$ cat src/hdl/rp_pkg.sv
// rp_pkg: shared widths, bus regions, register map and address view for the board top
package rp_pkg;

  ////////////////////////////////////////
  // system bus geometry
  ////////////////////////////////////////

  localparam int unsigned SYS_DW = 32;  // data word
  localparam int unsigned SYS_RW = 3;   // region select, 8 regions
  localparam int unsigned SYS_OW = 20;  // offset inside a region
  localparam int unsigned SYS_AW = SYS_RW + SYS_OW;

  // region/offset split of the bus address
  typedef struct packed {
    logic [SYS_RW-1:0] region;  // top bits
    logic [SYS_OW-1:0] offset;
  } sys_addr_s;

  // same 23 bits, flat or split
  typedef union packed {
    logic [SYS_AW-1:0] flat;
    sys_addr_s         fld;
  } sys_addr_u;

  // mapped regions, everything else errors
  localparam logic [SYS_RW-1:0] REG_HK  = 3'd0;
  localparam logic [SYS_RW-1:0] REG_AMS = 3'd4;

  ////////////////////////////////////////
  // datapath widths
  ////////////////////////////////////////

  localparam int unsigned ADC_DW = 14;  // raw adc word
  localparam int unsigned PDM_DW = 8;   // pdm setting, range 256
  localparam int unsigned LED_W  = 8;

  ////////////////////////////////////////
  // housekeeping map
  ////////////////////////////////////////

  localparam logic [SYS_DW-1:0] HK_ID = 32'h5250_4144;  // board id, read only

  localparam logic [SYS_OW-1:0] HK_OFS_ID    = 20'h00;
  localparam logic [SYS_OW-1:0] HK_OFS_P_DIR = 20'h10;  // 1 = drive pin
  localparam logic [SYS_OW-1:0] HK_OFS_N_DIR = 20'h14;
  localparam logic [SYS_OW-1:0] HK_OFS_P_OUT = 20'h18;
  localparam logic [SYS_OW-1:0] HK_OFS_N_OUT = 20'h1C;
  localparam logic [SYS_OW-1:0] HK_OFS_P_IN  = 20'h20;  // synchronized pins
  localparam logic [SYS_OW-1:0] HK_OFS_N_IN  = 20'h24;
  localparam logic [SYS_OW-1:0] HK_OFS_LED   = 20'h30;

  // ams map, channel k at PDM0 + 4*k
  localparam logic [SYS_OW-1:0] AMS_OFS_PDM0 = 20'h20;

endpackage : rp_pkg

$ cat src/hdl/sys_bus_decoder.sv
// system bus decoder: registers one request, steers it to a region slave, muxes the reply
module sys_bus_decoder (
  input  logic                        adc_clk_01,
  input  logic                        rst_n_i,
  // master side
  input  rp_pkg::sys_addr_u           sys_addr_i,
  input  logic [rp_pkg::SYS_DW-1:0]   sys_wdata_i,
  input  logic                        sys_wen_i,
  input  logic                        sys_ren_i,
  output logic [rp_pkg::SYS_DW-1:0]   sys_rdata_o,
  output logic                        sys_ack_o,
  output logic                        sys_err_o,
  // slave side, shared offset/data
  output logic [rp_pkg::SYS_OW-1:0]   reg_offset_o,
  output logic [rp_pkg::SYS_DW-1:0]   reg_wdata_o,
  output logic                        hk_wen_o,
  output logic                        hk_ren_o,
  input  logic [rp_pkg::SYS_DW-1:0]   hk_rdata_i,
  input  logic                        hk_ack_i,
  output logic                        ams_wen_o,
  output logic                        ams_ren_o,
  input  logic [rp_pkg::SYS_DW-1:0]   ams_rdata_i,
  input  logic                        ams_ack_i
);

  rp_pkg::sys_addr_u           req_addr_q;     // captured address
  logic [rp_pkg::SYS_DW-1:0]   req_wdata_q;
  logic                        req_wen_q;
  logic                        req_ren_q;
  logic                        req_stb;        // request stage busy
  logic                        hk_sel;
  logic                        ams_sel;
  logic [rp_pkg::SYS_RW-1:0]   pend_region_q;  // who answers next
  logic                        pend_q;         // access waiting for ack
  logic                        err_q;          // own error reply

  ////////////////////////////////////////
  // request stage
  ////////////////////////////////////////

  always_ff @(posedge adc_clk_01) begin
    if (!rst_n_i) begin
      req_wen_q <= 1'b0;
      req_ren_q <= 1'b0;
    end else begin
      req_wen_q <= sys_wen_i;
      req_ren_q <= sys_ren_i;
    end
  end

  // payload only, loaded with the strobe
  always_ff @(posedge adc_clk_01) begin
    if (sys_wen_i || sys_ren_i) begin
      req_addr_q.flat <= sys_addr_i.flat;
      req_wdata_q     <= sys_wdata_i;
    end
  end

  assign req_stb = req_wen_q | req_ren_q;
  assign hk_sel  = (req_addr_q.fld.region == rp_pkg::REG_HK);
  assign ams_sel = (req_addr_q.fld.region == rp_pkg::REG_AMS);

  assign reg_offset_o = req_addr_q.fld.offset;
  assign reg_wdata_o  = req_wdata_q;
  assign hk_wen_o     = req_wen_q & hk_sel;
  assign hk_ren_o     = req_ren_q & hk_sel;
  assign ams_wen_o    = req_wen_q & ams_sel;
  assign ams_ren_o    = req_ren_q & ams_sel;

  ////////////////////////////////////////
  // reply stage
  ////////////////////////////////////////

  always_ff @(posedge adc_clk_01) begin
    if (!rst_n_i) begin
      pend_region_q <= '0;
      pend_q        <= 1'b0;
      err_q         <= 1'b0;
    end else begin
      err_q <= req_stb & ~(hk_sel | ams_sel);  // unmapped, answer ourselves
      if (req_stb) begin
        pend_region_q <= req_addr_q.fld.region;
        pend_q        <= 1'b1;
      end else if (sys_ack_o) begin
        pend_q <= 1'b0;
      end
    end
  end

  // reply mux follows the region that was strobed
  always_comb begin
    case (pend_region_q)
      rp_pkg::REG_HK: begin
        sys_rdata_o = hk_rdata_i;
        sys_ack_o   = hk_ack_i;
      end
      rp_pkg::REG_AMS: begin
        sys_rdata_o = ams_rdata_i;
        sys_ack_o   = ams_ack_i;
      end
      default: begin
        sys_rdata_o = '0;     // errors read zero
        sys_ack_o   = err_q;
      end
    endcase
  end

  assign sys_err_o = err_q;

  // master protocol, one strobe kind per cycle
  a_one_strobe : assert property (@(posedge adc_clk_01) disable iff (!rst_n_i)
    !(sys_wen_i && sys_ren_i))
    else $error("sys bus: wen and ren high together");

  // slave reply only for an access we sent
  a_ack_pending : assert property (@(posedge adc_clk_01) disable iff (!rst_n_i)
    sys_ack_o |-> pend_q)
    else $error("sys bus: ack without pending access");

endmodule : sys_bus_decoder

$ cat src/hdl/adc_sample_fmt.sv
// adc sample formatter: negative-slope offset binary to two's complement, two register stages
module adc_sample_fmt #(
  parameter int unsigned ADC_N = 4  // channels
) (
  input  logic                                    adc_clk_01,
  input  logic                                    rst_n_i,
  input  logic [ADC_N-1:0][rp_pkg::ADC_DW-1:0]    adc_dat_i,  // raw, already parallel
  output logic signed [rp_pkg::ADC_DW-1:0]        adc_dat_o [ADC_N]
);

  logic signed [rp_pkg::ADC_DW-1:0] fmt_q [ADC_N];  // stage one

  ////////////////////////////////////////
  // two stage pipe, per channel
  ////////////////////////////////////////

  always_ff @(posedge adc_clk_01) begin
    if (!rst_n_i) begin
      for (int ch = 0; ch < ADC_N; ch++) begin
        fmt_q[ch]     <= '0;
        adc_dat_o[ch] <= '0;
      end
    end else begin
      for (int ch = 0; ch < ADC_N; ch++) begin
        // keep msb, flip the rest
        fmt_q[ch]     <= {adc_dat_i[ch][rp_pkg::ADC_DW-1],
                          ~adc_dat_i[ch][rp_pkg::ADC_DW-2:0]};
        adc_dat_o[ch] <= fmt_q[ch];  // output stage
      end
    end
  end

endmodule : adc_sample_fmt

$ cat src/hdl/hk_regs.sv
// housekeeping registers: id word, leds, expansion connector direction, output and input
module hk_regs #(
  parameter int unsigned EXP_W = 11  // pins per side
) (
  input  logic                        adc_clk_01,
  input  logic                        rst_n_i,
  // region slave port
  input  logic [rp_pkg::SYS_OW-1:0]   reg_offset_i,
  input  logic [rp_pkg::SYS_DW-1:0]   reg_wdata_i,
  input  logic                        reg_wen_i,
  input  logic                        reg_ren_i,
  output logic [rp_pkg::SYS_DW-1:0]   reg_rdata_o,
  output logic                        reg_ack_o,
  // leds
  output logic [rp_pkg::LED_W-1:0]    led_o,
  // expansion connector
  input  logic [EXP_W-1:0]            exp_p_i,
  input  logic [EXP_W-1:0]            exp_n_i,
  output logic [EXP_W-1:0]            exp_p_o,
  output logic [EXP_W-1:0]            exp_n_o,
  output logic [EXP_W-1:0]            exp_p_oe_o,
  output logic [EXP_W-1:0]            exp_n_oe_o
);

  logic [rp_pkg::LED_W-1:0]    led_q;
  logic [EXP_W-1:0]            p_dir_q, n_dir_q;   // 1 = output
  logic [EXP_W-1:0]            p_out_q, n_out_q;
  logic [EXP_W-1:0]            p_meta_q, n_meta_q; // sync stage 1
  logic [EXP_W-1:0]            p_sync_q, n_sync_q; // sync stage 2
  logic [rp_pkg::SYS_DW-1:0]   rd_mux;

  ////////////////////////////////////////
  // writable registers
  ////////////////////////////////////////

  always_ff @(posedge adc_clk_01) begin
    if (!rst_n_i) begin
      led_q   <= '0;
      p_dir_q <= '0;  // all pins input
      n_dir_q <= '0;
      p_out_q <= '0;
      n_out_q <= '0;
    end else if (reg_wen_i) begin
      case (reg_offset_i)
        rp_pkg::HK_OFS_P_DIR: p_dir_q <= reg_wdata_i[EXP_W-1:0];
        rp_pkg::HK_OFS_N_DIR: n_dir_q <= reg_wdata_i[EXP_W-1:0];
        rp_pkg::HK_OFS_P_OUT: p_out_q <= reg_wdata_i[EXP_W-1:0];
        rp_pkg::HK_OFS_N_OUT: n_out_q <= reg_wdata_i[EXP_W-1:0];
        rp_pkg::HK_OFS_LED:   led_q   <= reg_wdata_i[rp_pkg::LED_W-1:0];
        default: ;  // id, inputs and holes ignore writes
      endcase
    end
  end

  assign led_o      = led_q;
  assign exp_p_o    = p_out_q;
  assign exp_n_o    = n_out_q;
  assign exp_p_oe_o = p_dir_q;
  assign exp_n_oe_o = n_dir_q;

  ////////////////////////////////////////
  // pin input synchronizer
  ////////////////////////////////////////

  always_ff @(posedge adc_clk_01) begin
    p_meta_q <= exp_p_i;
    n_meta_q <= exp_n_i;
    p_sync_q <= p_meta_q;
    n_sync_q <= n_meta_q;
  end

  ////////////////////////////////////////
  // readback
  ////////////////////////////////////////

  always_comb begin
    rd_mux = '0;  // unknown offsets read zero
    case (reg_offset_i)
      rp_pkg::HK_OFS_ID:    rd_mux = rp_pkg::HK_ID;
      rp_pkg::HK_OFS_P_DIR: rd_mux[EXP_W-1:0] = p_dir_q;
      rp_pkg::HK_OFS_N_DIR: rd_mux[EXP_W-1:0] = n_dir_q;
      rp_pkg::HK_OFS_P_OUT: rd_mux[EXP_W-1:0] = p_out_q;
      rp_pkg::HK_OFS_N_OUT: rd_mux[EXP_W-1:0] = n_out_q;
      rp_pkg::HK_OFS_P_IN:  rd_mux[EXP_W-1:0] = p_sync_q;
      rp_pkg::HK_OFS_N_IN:  rd_mux[EXP_W-1:0] = n_sync_q;
      rp_pkg::HK_OFS_LED:   rd_mux[rp_pkg::LED_W-1:0] = led_q;
      default: ;
    endcase
  end

  // zero except in the ack cycle of a read
  always_ff @(posedge adc_clk_01) begin
    reg_rdata_o <= reg_ren_i ? rd_mux : '0;
  end

  always_ff @(posedge adc_clk_01) begin
    if (!rst_n_i) begin
      reg_ack_o <= 1'b0;
    end else begin
      reg_ack_o <= reg_wen_i | reg_ren_i;  // every strobe answered
    end
  end

endmodule : hk_regs

$ cat src/hdl/ams_regs.sv
// analog mixed signal registers: pdm channel settings with readback
module ams_regs #(
  parameter int unsigned PDM_N = 4  // pdm channels
) (
  input  logic                                  adc_clk_01,
  input  logic                                  rst_n_i,
  input  logic [rp_pkg::SYS_OW-1:0]             reg_offset_i,
  input  logic [rp_pkg::SYS_DW-1:0]             reg_wdata_i,
  input  logic                                  reg_wen_i,
  input  logic                                  reg_ren_i,
  output logic [rp_pkg::SYS_DW-1:0]             reg_rdata_o,
  output logic                                  reg_ack_o,
  output logic [PDM_N-1:0][rp_pkg::PDM_DW-1:0]  pdm_cfg_o
);

  logic [PDM_N-1:0]            hit;     // offset matches channel
  logic [rp_pkg::SYS_DW-1:0]   rd_mux;

  for (genvar k = 0; k < PDM_N; k++) begin : g_ch
    localparam logic [rp_pkg::SYS_OW-1:0] CH_OFS =
      rp_pkg::AMS_OFS_PDM0 + rp_pkg::SYS_OW'(4 * k);

    assign hit[k] = (reg_offset_i == CH_OFS);

    always_ff @(posedge adc_clk_01) begin
      if (!rst_n_i) begin
        pdm_cfg_o[k] <= '0;  // outputs idle low
      end else if (reg_wen_i && hit[k]) begin
        pdm_cfg_o[k] <= reg_wdata_i[rp_pkg::PDM_DW-1:0];  // low byte only
      end
    end
  end

  // zero-extended readback
  always_comb begin
    rd_mux = '0;
    for (int k = 0; k < PDM_N; k++) begin
      if (hit[k]) rd_mux[rp_pkg::PDM_DW-1:0] = pdm_cfg_o[k];
    end
  end

  always_ff @(posedge adc_clk_01) begin
    reg_rdata_o <= reg_ren_i ? rd_mux : '0;
  end

  always_ff @(posedge adc_clk_01) begin
    if (!rst_n_i) reg_ack_o <= 1'b0;
    else          reg_ack_o <= reg_wen_i | reg_ren_i;
  end

endmodule : ams_regs

$ cat src/hdl/pdm_gen.sv
// pdm generator: per channel accumulator, carry out gives duty of setting/256
module pdm_gen #(
  parameter int unsigned PDM_N = 4
) (
  input  logic                                  adc_clk_01,
  input  logic                                  rst_n_i,
  input  logic [PDM_N-1:0][rp_pkg::PDM_DW-1:0]  pdm_cfg_i,
  output logic [PDM_N-1:0]                      pdm_o
);

  ////////////////////////////////////////
  // one accumulator per channel
  ////////////////////////////////////////

  for (genvar k = 0; k < PDM_N; k++) begin : g_ch
    logic [rp_pkg::PDM_DW-1:0] acc_q;
    logic [rp_pkg::PDM_DW:0]   sum;  // carry on top

    assign sum = {1'b0, acc_q} + {1'b0, pdm_cfg_i[k]};

    always_ff @(posedge adc_clk_01) begin
      if (!rst_n_i) begin
        acc_q    <= '0;
        pdm_o[k] <= 1'b0;
      end else begin
        acc_q    <= sum[rp_pkg::PDM_DW-1:0];  // wraps mod 256
        pdm_o[k] <= sum[rp_pkg::PDM_DW];      // one pulse per wrap
      end
    end

    // zero setting must not leak pulses from the accumulator
    a_zero_quiet : assert property (@(posedge adc_clk_01) disable iff (!rst_n_i)
      (pdm_cfg_i[k] == '0) |=> !pdm_o[k])
      else $error("pdm ch %0d: pulse with zero setting", k);
  end

endmodule : pdm_gen

$ cat src/hdl/rp_top.sv
// board top, fast clock side: bus decoder, housekeeping, ams, pdm and adc formatting
module rp_top #(
  parameter int unsigned EXP_W = 11,  // expansion pins per side
  parameter int unsigned ADC_N = 4,   // adc channels
  parameter int unsigned PDM_N = 4    // pdm channels
) (
  input  logic                                   adc_clk_01,
  input  logic                                   rst_n_i,
  // system bus
  input  rp_pkg::sys_addr_u                      sys_addr_i,
  input  logic [rp_pkg::SYS_DW-1:0]              sys_wdata_i,
  input  logic                                   sys_wen_i,
  input  logic                                   sys_ren_i,
  output logic [rp_pkg::SYS_DW-1:0]              sys_rdata_o,
  output logic                                   sys_ack_o,
  output logic                                   sys_err_o,
  // adc
  input  logic [ADC_N-1:0][rp_pkg::ADC_DW-1:0]   adc_dat_i,
  output logic signed [rp_pkg::ADC_DW-1:0]       adc_dat_o [ADC_N],
  // leds and expansion connector
  output logic [rp_pkg::LED_W-1:0]               led_o,
  input  logic [EXP_W-1:0]                       exp_p_i,
  input  logic [EXP_W-1:0]                       exp_n_i,
  output logic [EXP_W-1:0]                       exp_p_o,
  output logic [EXP_W-1:0]                       exp_n_o,
  output logic [EXP_W-1:0]                       exp_p_oe_o,
  output logic [EXP_W-1:0]                       exp_n_oe_o,
  // pdm analog outputs
  output logic [PDM_N-1:0]                       pdm_o
);

  logic [rp_pkg::SYS_OW-1:0]              reg_offset;  // shared by all slaves
  logic [rp_pkg::SYS_DW-1:0]              reg_wdata;
  logic                                   hk_wen, hk_ren, hk_ack;
  logic                                   ams_wen, ams_ren, ams_ack;
  logic [rp_pkg::SYS_DW-1:0]              hk_rdata, ams_rdata;
  logic [PDM_N-1:0][rp_pkg::PDM_DW-1:0]   pdm_cfg;

  ////////////////////////////////////////
  // bus decoder
  ////////////////////////////////////////

  sys_bus_decoder i_dec (
    .adc_clk_01   (adc_clk_01),
    .rst_n_i      (rst_n_i),
    .sys_addr_i   (sys_addr_i),
    .sys_wdata_i  (sys_wdata_i),
    .sys_wen_i    (sys_wen_i),
    .sys_ren_i    (sys_ren_i),
    .sys_rdata_o  (sys_rdata_o),
    .sys_ack_o    (sys_ack_o),
    .sys_err_o    (sys_err_o),
    .reg_offset_o (reg_offset),
    .reg_wdata_o  (reg_wdata),
    .hk_wen_o     (hk_wen),       // region 0
    .hk_ren_o     (hk_ren),
    .hk_rdata_i   (hk_rdata),
    .hk_ack_i     (hk_ack),
    .ams_wen_o    (ams_wen),      // region 4
    .ams_ren_o    (ams_ren),
    .ams_rdata_i  (ams_rdata),
    .ams_ack_i    (ams_ack)
  );

  ////////////////////////////////////////
  // housekeeping
  ////////////////////////////////////////

  hk_regs #(.EXP_W(EXP_W)) i_hk (
    .adc_clk_01   (adc_clk_01),
    .rst_n_i      (rst_n_i),
    .reg_offset_i (reg_offset),
    .reg_wdata_i  (reg_wdata),
    .reg_wen_i    (hk_wen),
    .reg_ren_i    (hk_ren),
    .reg_rdata_o  (hk_rdata),
    .reg_ack_o    (hk_ack),
    .led_o        (led_o),
    .exp_p_i      (exp_p_i),
    .exp_n_i      (exp_n_i),
    .exp_p_o      (exp_p_o),
    .exp_n_o      (exp_n_o),
    .exp_p_oe_o   (exp_p_oe_o),
    .exp_n_oe_o   (exp_n_oe_o)
  );

  ////////////////////////////////////////
  // pdm settings and generators
  ////////////////////////////////////////

  ams_regs #(.PDM_N(PDM_N)) i_ams (
    .adc_clk_01   (adc_clk_01),
    .rst_n_i      (rst_n_i),
    .reg_offset_i (reg_offset),
    .reg_wdata_i  (reg_wdata),
    .reg_wen_i    (ams_wen),
    .reg_ren_i    (ams_ren),
    .reg_rdata_o  (ams_rdata),
    .reg_ack_o    (ams_ack),
    .pdm_cfg_o    (pdm_cfg)
  );

  pdm_gen #(.PDM_N(PDM_N)) i_pdm (
    .adc_clk_01   (adc_clk_01),
    .rst_n_i      (rst_n_i),
    .pdm_cfg_i    (pdm_cfg),
    .pdm_o        (pdm_o)
  );

  // adc words to two's complement
  adc_sample_fmt #(.ADC_N(ADC_N)) i_adc (
    .adc_clk_01   (adc_clk_01),
    .rst_n_i      (rst_n_i),
    .adc_dat_i    (adc_dat_i),
    .adc_dat_o    (adc_dat_o)
  );

endmodule : rp_top

$ cat config.mk
export PLATFORM = sky130hd
export DESIGN_NAME = rp_top
export DESIGN_NICKNAME = d
export VERILOG_FILES = /design/src/hdl/rp_pkg.sv /design/src/hdl/sys_bus_decoder.sv /design/src/hdl/adc_sample_fmt.sv /design/src/hdl/hk_regs.sv /design/src/hdl/ams_regs.sv /design/src/hdl/pdm_gen.sv /design/src/hdl/rp_top.sv
export SDC_FILE = /design/constraint.sdc
export NUM_CORES = 1
export LEC_CHECK = 0
export BUFFER_PORTS_ARGS = -buffer_cell sky130_fd_sc_hd__clkbuf_2
export CAP_MARGIN = 20
export CORE_UTILIZATION = 48
export CTS_CLUSTER_SIZE = 16
export DETAILED_ROUTE_END_ITERATION = 6
export GPL_TIMING_DRIVEN = 1
export PLACE_DENSITY_LB_ADDON = 0.05
export SLEW_MARGIN = 40
export SYNTH_ARGS = -nofsm -noshare
export SYNTH_HDL_FRONTEND = slang
export SYNTH_SLANG_ARGS = --single-unit
$ cat constraint.sdc
create_clock -name adc_clk_01 -period 1.95 [get_ports adc_clk_01]
set_input_delay 0.0975 -clock adc_clk_01 [delete_from_list [all_inputs] [get_ports adc_clk_01]]
set_output_delay 0.0975 -clock adc_clk_01 [all_outputs]
set_load 0.005 [all_outputs]
Word-level counts from Yosys, hierarchy flattened
Memories as Yosys holds them, arrays and structs flattened. A register that Yosys moved wholly into a read port is not among the register bits.
Index checks and enable logic that the tools add are counted.
- register bits: 246
- bits in writable memories: 56
- input bits: 137
- output and inout bits: 146
- word-level logic and storage cells: 97
- memories: 1
- $add $sub $neg: 4
- equality and inequality tests: 11
- mux-type cells: 15
- bitwise logic cells: 18
- reductions and logical operators: 17
- memory list (name ; depth ; bits a word ; read ports ; clocked after memory_dff ; wr ports ; line ; source):
    i_adc.fmt_q ; 4 ; 14 ; 4 ; 4 ; 4 ; adc_sample_fmt.sv:11 ; logic signed [rp_pkg::ADC_DW-1:0] fmt_q [ADC_N];
- operator list (operator ; number):
    20-bit by 6-bit == test with 1-bit output, second input constant ; 5
    20-bit by 5-bit == test with 1-bit output, second input constant ; 4
    32-bit one-hot mux with 2 select lines ; 1
    8-bit one-hot mux with 8 select lines ; 1
    14-bit two-way mux ; 4
    13-bit NOT ; 4
    8-bit by 8-bit adder with 9-bit output ; 4
    8-bit two-way mux ; 4
    3-bit one-hot mux with 7 select lines ; 1
    20-bit logical NOT ; 1
    20-bit two-way mux ; 1
    2-bit AND reduction ; 5
    1-bit OR ; 8
    3-bit == test, second input constant ; 2
    3-bit logical NOT ; 2
    1-bit bitwise AND ; 5
    1-bit logical AND ; 4
    1-bit logical NOT ; 4
    1-bit two-way mux ; 2
    1-bit one-hot mux with 2 select lines ; 1
    1-bit logical OR ; 1
    1-bit NOT ; 1

Logic depth before layout (Yosys ltp)
- depth in word-level cells: 5
- gate-level depth with buffers: 8
- gate-level depth less buffers: 8

Modules after synthesis
From an unflattened synthesis, not the netlist that was laid out.
- cell total of the unflattened synthesis: 1255
- area total of the unflattened synthesis: 14008.4 um^2
- modules (own cells, without submodules) (module ; times used ; cells each ; area each (um^2) ; sequential area each (um^2)):
    hk_regs ; 1 ; 379 ; 4082.7 ; 2182.1
    adc_sample_fmt ; 1 ; 236 ; 3066.7 ; 2242.2
    sys_bus_decoder ; 1 ; 176 ; 2577.5 ; 1771.7
    pdm_gen ; 1 ; 247 ; 2238.4 ; 720.7
    ams_regs ; 1 ; 217 ; 2043.2 ; 820.8

Worst setup path before layout
Ideal clock, no wire load.
- path type: register to register
- start point: register i_dec.req_addr_q[17] (netlist name)
- end point: register i_hk.n_dir_q[0] (netlist: i_hk.exp_n_oe_o[0])
- library setup time: 0.128 ns
- data arrival time: 1.939 ns
- required time: 1.822 ns
- slack: -0.117 ns
- stages on the path, launching flop included: 8
- buffers on the path: 2
- clock period less this slack: 2.067 ns
- cells stage by stage: edfxtp_1 nor4_4 nand4b_4 buf_6 nor4_2 buf_4 mux2i_1 nor2_1
- word-level cells in the longest chain between the ends: 2
- RTL lines (item ; line ; source):
    from (decl) ; sys_bus_decoder.sv:26 ; rp_pkg::sys_addr_u req_addr_q;
    20-bit by 5-bit == test with 1-bit output ; hk_regs.sv:44 ; case (reg_offset_i)
    2-bit AND reduction (no line) ; - ;
    to (signal assigned) ; hk_regs.sv:46 ; rp_pkg::HK_OFS_N_DIR: n_dir_q <= reg_wdata_i[EXP_W-1:0];
    to (decl) ; hk_regs.sv:26 ; logic [EXP_W-1:0] p_dir_q, n_dir_q;
Every way passes these cells.
A chain may end at the register's enable or synchronous reset.

Worst setup path in the final report
- start point: register i_dec.req_addr_q[13] (netlist name)
- end point: register i_hk.reg_rdata_o[8] (netlist name)
- word-level cells in the longest chain between the ends: 2
- elaborated cells on any way between the ends: 8
- those cells by class: eq/ne: 6; mux: 1; reduce/logical: 1
- RTL lines (item ; line ; source):
    20-bit by 6-bit == test with 1-bit output (tied with other cells) ; hk_regs.sv:78 ; case (reg_offset_i)
    3-bit one-hot mux with 7 select lines (*) ; hk_regs.sv:78 ;
    to (signal assigned) ; hk_regs.sv:93 ; reg_rdata_o <= reg_ren_i ? rd_mux : '0;
    to (decl) ; hk_regs.sv:12 ; output logic [rp_pkg::SYS_DW-1:0] reg_rdata_o,
Every way passes the cells marked *; elsewhere a longest branch is shown, timed or not.

==> impl_metrics.prom <==
# TYPE chip_impl_metric gauge
chip_impl_metric{name="power.density_cell_area",unit="nW/um2"} 887.2
chip_impl_metric{name="die_y",unit="um"} 158.8
chip_impl_metric{name="footprint_of_the_flip_flops_and_latches",unit="um2"} 7114
chip_impl_info{name="run_status",value="complete, but fails checks"} 1
chip_impl_metric{name="area_growth",unit="%"} 44.72
chip_impl_metric{name="combinationalPowerShare",unit=""} 0.048
chip_impl_metric{name="antenna_cells",unit=""} 0
chip_impl_metric{name="irDropWorstVdd",unit="mV"} 0.9888
chip_impl_metric{name="max_slew_margin",unit=""} 0.5789
chip_impl_info{name="path_delay_family",value="simple AND/OR/NAND/NOR gates"} 1
chip_impl_metric{name="synth_async_sr_flop_share",unit=""} 0
chip_impl_info{name="synth_commonest_cells",value="sky130_fd_sc_hd__dfxtp_1 (304), sky130_fd_sc_hd__nor2_1 (158), sky130_fd_sc_hd__nand2_1 (74), sky130_fd_sc_hd__and2_1 (73), sky130_fd_sc_hd__mux2i_1 (60)"} 1
chip_impl_metric{name="leakage",unit="nW"} 7.305
chip_impl_metric{name="die-width",unit="um"} 158.8
chip_impl_metric{name="antenna_violating_nets_post_route",unit=""} 0
chip_impl_metric{name="total_number_of_vias",unit=""} 9440
chip_impl_metric{name="setup_ws",unit="ns"} -0.2154
chip_impl_info{name="holdPathEnd",value="i_adc.adc_dat_o[9]"} 1
chip_impl_metric{name="grt_max_degree",unit=""} 61
chip_impl_metric{name="synth_cell_area",unit="um2"} 11800
chip_impl_metric{name="drc",unit=""} 0
chip_impl_metric{name="cells_after_synth",unit=""} 1074
chip_impl_metric{name="hold_viol",unit=""} 0
chip_impl_info{name="yosysMostFrequentCell",value="sky130_fd_sc_hd__dfxtp_1"} 1
chip_impl_info{name="synth_top_flop_cell",value="sky130_fd_sc_hd__dfxtp_1"} 1
chip_impl_metric{name="grt_first_pass_wirelength",unit="um"} 49320
chip_impl_info{name="end_kind",value="flip-flop"} 1
chip_impl_metric{name="grt_pass1_vias",unit=""} 9361
chip_impl_metric{name="wl_cell",unit="um"} 16.79
chip_impl_info{name="min-delay-path-class",value="input port to flip-flop"} 1
chip_impl_metric{name="synth.distinct_cells",unit=""} 57
chip_impl_metric{name="period_needed",unit="ns"} 2.165
chip_impl_metric{name="max_cap_viol_count",unit=""} 0
chip_impl_metric{name="grt_overflow_total",unit=""} 0
chip_impl_metric{name="num-fill-cells",unit=""} 1774
chip_impl_metric{name="finalNetCount",unit=""} 1705
chip_impl_metric{name="synth_enable_flop_cells",unit=""} 34
chip_impl_metric{name="tritoncts.num_buffers",unit=""} 36
chip_impl_metric{name="global_route_usage_over_all_layers",unit=""} 0.2461
chip_impl_metric{name="fp.coreArea",unit="um2"} 24180
chip_impl_metric{name="first_pass_iters",unit=""} 5
chip_impl_metric{name="detailroute.wirelength.met3",unit="um"} 1872
chip_impl_info{name="clock-root-buffer",value="sky130_fd_sc_hd__clkbuf_16"} 1
chip_impl_metric{name="clock_sinks",unit=""} 338
chip_impl_metric{name="timing.critical_path.arrival",unit="ns"} 2.61
chip_impl_metric{name="r2r.worst_path.cells",unit=""} 7
chip_impl_info{name="critPathMostFrequentCell",value="sky130_fd_sc_hd__buf_4"} 1
chip_impl_metric{name="cts_buffer_depth",unit=""} 3
chip_impl_metric{name="total_routed_wirelength",unit="um"} 31600
chip_impl_metric{name="yosys.area.top_type_share",unit=""} 0.5159
chip_impl_info{name="unrepaired_setup_endpoints_after_global_routing",value="true"} 1
chip_impl_metric{name="period_share",unit=""} 1.110
chip_impl_info{name="worst_path_max_delay_cell",value="sky130_fd_sc_hd__nor3_1"} 1
chip_impl_metric{name="worstMarginPinSlew",unit="ns"} 0.6317
chip_impl_metric{name="min_path_cells",unit=""} 2
chip_impl_metric{name="fin_skew",unit="ns"} 0.01779
chip_impl_metric{name="setup_viol",unit=""} 103
chip_impl_metric{name="synth_seq_cells",unit=""} 338
chip_impl_metric{name="wl_met1",unit="um"} 13960
chip_impl_info{name="violations",value="negative setup slack"} 1
chip_impl_metric{name="clock_share_of_power",unit=""} 0.462
chip_impl_metric{name="final_cell_area",unit="um2"} 17070
chip_impl_metric{name="seq_total_area_yosys",unit=""} 0.6025
chip_impl_metric{name="antenna_found_initial",unit=""} 0
chip_impl_metric{name="internal_power",unit="mW"} 11.97
chip_impl_metric{name="routed-wl-met2",unit="um"} 15030
chip_impl_metric{name="reg2reg_slack",unit="ns"} -0.22
chip_impl_metric{name="placed_cells",unit=""} 1677
chip_impl_metric{name="utilization",unit=""} 0.7061
chip_impl_metric{name="clk-insertion-delay-late",unit="ns"} 0.52
chip_impl_metric{name="io_pins",unit=""} 283
chip_impl_info{name="worstSetupPathType",value="flip-flop to flip-flop"} 1
chip_impl_metric{name="cp.buffers_inverters",unit=""} 2
chip_impl_metric{name="placement.cell_area",unit="um2"} 13940
chip_impl_metric{name="yosys_warnings",unit=""} 0
chip_impl_info{name="worstPathCellList",value="nor4_4 -> buf_4 -> nand3_4 -> nor3_1 -> o211ai_1 -> buf_4 -> a31oi_1"} 1
chip_impl_metric{name="multi_input_area",unit="um2"} 4762
chip_impl_info{name="critPathLaunchType",value="flip-flop"} 1
chip_impl_metric{name="fmax",unit="MHz"} 461.8
chip_impl_metric{name="clock_slew_at_the_register_clock_pins_of_the_worst_setup_and_hold_paths",unit="ns"} 0.07
chip_impl_info{name="min_from",value="rst_n_i"} 1
chip_impl_metric{name="via_per_inst",unit=""} 5.016
chip_impl_metric{name="h-tree-depth",unit=""} 2
chip_impl_info{name="synth.largest_area_cell",value="sky130_fd_sc_hd__dfxtp_1"} 1
chip_impl_metric{name="die_outline_area",unit="um2"} 25210
chip_impl_metric{name="p_switching",unit="mW"} 3.174
chip_impl_metric{name="power_switching_share",unit=""} 0.2096
chip_impl_metric{name="worst_ep_required_time",unit="ns"} 2.40
chip_impl_metric{name="final_max_slew_viol_count",unit=""} 0
chip_impl_metric{name="cp_max_fo",unit=""} 7
chip_impl_info{name="highest_layer",value="met4"} 1
chip_impl_metric{name="detailedPlacementHpwl",unit="um"} 20150
chip_impl_info{name="reg2reg_to",value="i_hk.reg_rdata_o[8]"} 1
chip_impl_metric{name="post_route_cells_drive_above_1_share",unit=""} 0.3447
chip_impl_info{name="cts_tree",value="built"} 1
chip_impl_metric{name="initial_core_util",unit=""} 0.4879
chip_impl_metric{name="placement.setup.worst_slack",unit="ns"} -0.1863
chip_impl_metric{name="finalNonFillerCells",unit=""} 1882
chip_impl_metric{name="detailed_router_s_first_iteration_violation_count",unit=""} 612
chip_impl_metric{name="rows",unit=""} 57
chip_impl_metric{name="number_of_port_buffers",unit=""} 246
chip_impl_metric{name="critical_path.max_stage_delay",unit="ns"} 0.41
chip_impl_info{name="worstReg2RegStart",value="i_dec.req_addr_q[13]"} 1
chip_impl_metric{name="avgSynthCellArea",unit="um2"} 10.98
chip_impl_info{name="synth_area_leaders",value="sky130_fd_sc_hd__dfxtp_1 (52%), sky130_fd_sc_hd__edfxtp_1 (8.7%), sky130_fd_sc_hd__mux2i_1 (5.1%), sky130_fd_sc_hd__nor2_1 (5.0%), sky130_fd_sc_hd__and2_1 (3.9%)"} 1
chip_impl_metric{name="power.share.sequential",unit=""} 0.490
chip_impl_metric{name="globalplace.congestion",unit=""} 0.8333
[state kept, by name, indices dropped and copies added (netlist names)]
name                 flops
i_dec.reg_wdata_o       11
i_ams.reg_rdata_o        8
i_hk.exp_n_o            11
i_adc.fmt_q             56
i_dec.req_ren_q          1
i_ams.pdm_cfg_o         32
i_hk.n_sync_q           11
i_hk.reg_ack_o           1
i_dec.req_addr_q        23
i_dec.req_wen_q          1
i_hk.p_sync_q           11
i_dec.pend_region_q      3
i_hk.reg_rdata_o        12
i_hk.n_meta_q           11
i_adc.adc_dat_o         56
i_hk.exp_p_o            11
i_hk.exp_p_oe_o         11
i_pdm.g_ch.acc_q        32
i_hk.p_meta_q           11
i_hk.led_o               8
i_ams.reg_ack_o          1
i_pdm.pdm_o              4
i_dec.sys_err_o          1
i_hk.exp_n_oe_o         11
[cells by family after synthesis]
group	count (synthesis)	synth area share
multiplexers	64	0.05473
AO/OA/AOI/OAI	170	0.09482
flip-flops	338	0.6025
XOR/XNOR	14	0.01039
AND/OR/NAND/NOR	366	0.1603
adder cells (fa/ha/maj)	36	0.04073
buffers and inverters	85	0.03627
other	1	0.0003179
[placed cells by master, fill, tap and decap left out, types with 6 or more instances in the layout]
cell	instances
sky130_fd_sc_hd__a22oi_1	26
sky130_fd_sc_hd__clkbuf_8	8
sky130_fd_sc_hd__dlygate4sd3_1	114
sky130_fd_sc_hd__inv_1	13
sky130_fd_sc_hd__o21ai_1	11
sky130_fd_sc_hd__nor3_4	6
sky130_fd_sc_hd__o21a_1	6
sky130_fd_sc_hd__o31a_1	6
sky130_fd_sc_hd__buf_12	10
sky130_fd_sc_hd__a21oi_1	45
sky130_fd_sc_hd__xnor2_1	10
sky130_fd_sc_hd__dfxtp_2	6
sky130_fd_sc_hd__nor3_1	12
sky130_fd_sc_hd__a22oi_2	10
sky130_fd_sc_hd__dfxtp_1	298
sky130_fd_sc_hd__clkbuf_1	6
sky130_fd_sc_hd__nor2_1	155
sky130_fd_sc_hd__clkbuf_16	38
sky130_fd_sc_hd__clkinv_2	6
sky130_fd_sc_hd__a21oi_2	9
sky130_fd_sc_hd__clkbuf_2	246
sky130_fd_sc_hd__buf_6	27
sky130_fd_sc_hd__nand2_1	45
sky130_fd_sc_hd__nand2_2	26
sky130_fd_sc_hd__conb_1	15
sky130_fd_sc_hd__nor4_4	12
sky130_fd_sc_hd__mux2i_1	59
sky130_fd_sc_hd__and2_1	72
sky130_fd_sc_hd__edfxtp_1	34
sky130_fd_sc_hd__a222oi_1	8
sky130_fd_sc_hd__nand2b_1	6
sky130_fd_sc_hd__o21ai_0	11
sky130_fd_sc_hd__ha_1	28
sky130_fd_sc_hd__buf_4	78
[what timing repair did]
action | in CTS | in global routing
gates cloned | 2 | 2
buffers inserted | 13 | 10
resized for setup | 51 | 93
hold endpoints to repair | 114 | 0
hold buffers | 114 | 0
endpoints found under the setup margin | 114 | 120
pin swaps | 29 | 39
[routing by layer]
metal | up-vias | GRT usage
met5 | - | 0
met4 | 0 | 0.07370
met3 | 54 | 0.04232
met1 | 4484 | 0.3241
li1 | 4577 | -
met2 | 325 | 0.4125
[metrics by stage]
stage / hold WS, ns / power [mW] / setup TNS [ns]
after floorplan: 0.1252 / 7.769 / -3.339
after global placement: 0.2003 / 8.075 / -7.998
after detailed placement: 0.2014 / 8.083 / -10.97
after CTS: 0.1399 / 15.25 / -8.074
after global routing: 0.1714 / 15.70 / -18.61
final: 0.1327 / 15.15 / -10.16
[how the worst max path moves through the flow]
stage / startpoint / end / cells after the start
floorplan: i_dec.req_addr_q[7] / i_ams.pdm_cfg_o[7] / 5
global route: i_dec.req_addr_q[6] / i_hk.reg_rdata_o[8] / 7
CTS: i_dec.req_addr_q[17] / i_ams.pdm_cfg_o[20] / 6
global placement: i_dec.req_addr_q[6] / i_ams.pdm_cfg_o[21] / 6
detailed placement: i_dec.req_addr_q[6] / i_ams.pdm_cfg_o[23] / 6
finish: i_dec.req_addr_q[13] / i_hk.reg_rdata_o[8] / 7
[area by class of cell]
cell class,count,area share
multi-input combinational,665,0.2790
tap,324,0.02375
inverter,14,0.003225
timing repair buffer,477,0.2051
clock buffer,51,0.06201
clock inverter,13,0.01019
sequential,338,0.4167
[power by group through the flow]
stage	logic [mW]	clock network, mW	registers [mW]
5_1_grt	0.785	7.47	7.44
2_1_floorplan	0.279	0	7.49
6_report	0.721	7.00	7.42
4_1_cts	0.706	7.13	7.42
3_3_place_gp	0.509	0	7.57
3_5_place_dp	0.514	0	7.57
Power figures use the tool's default switching activity.
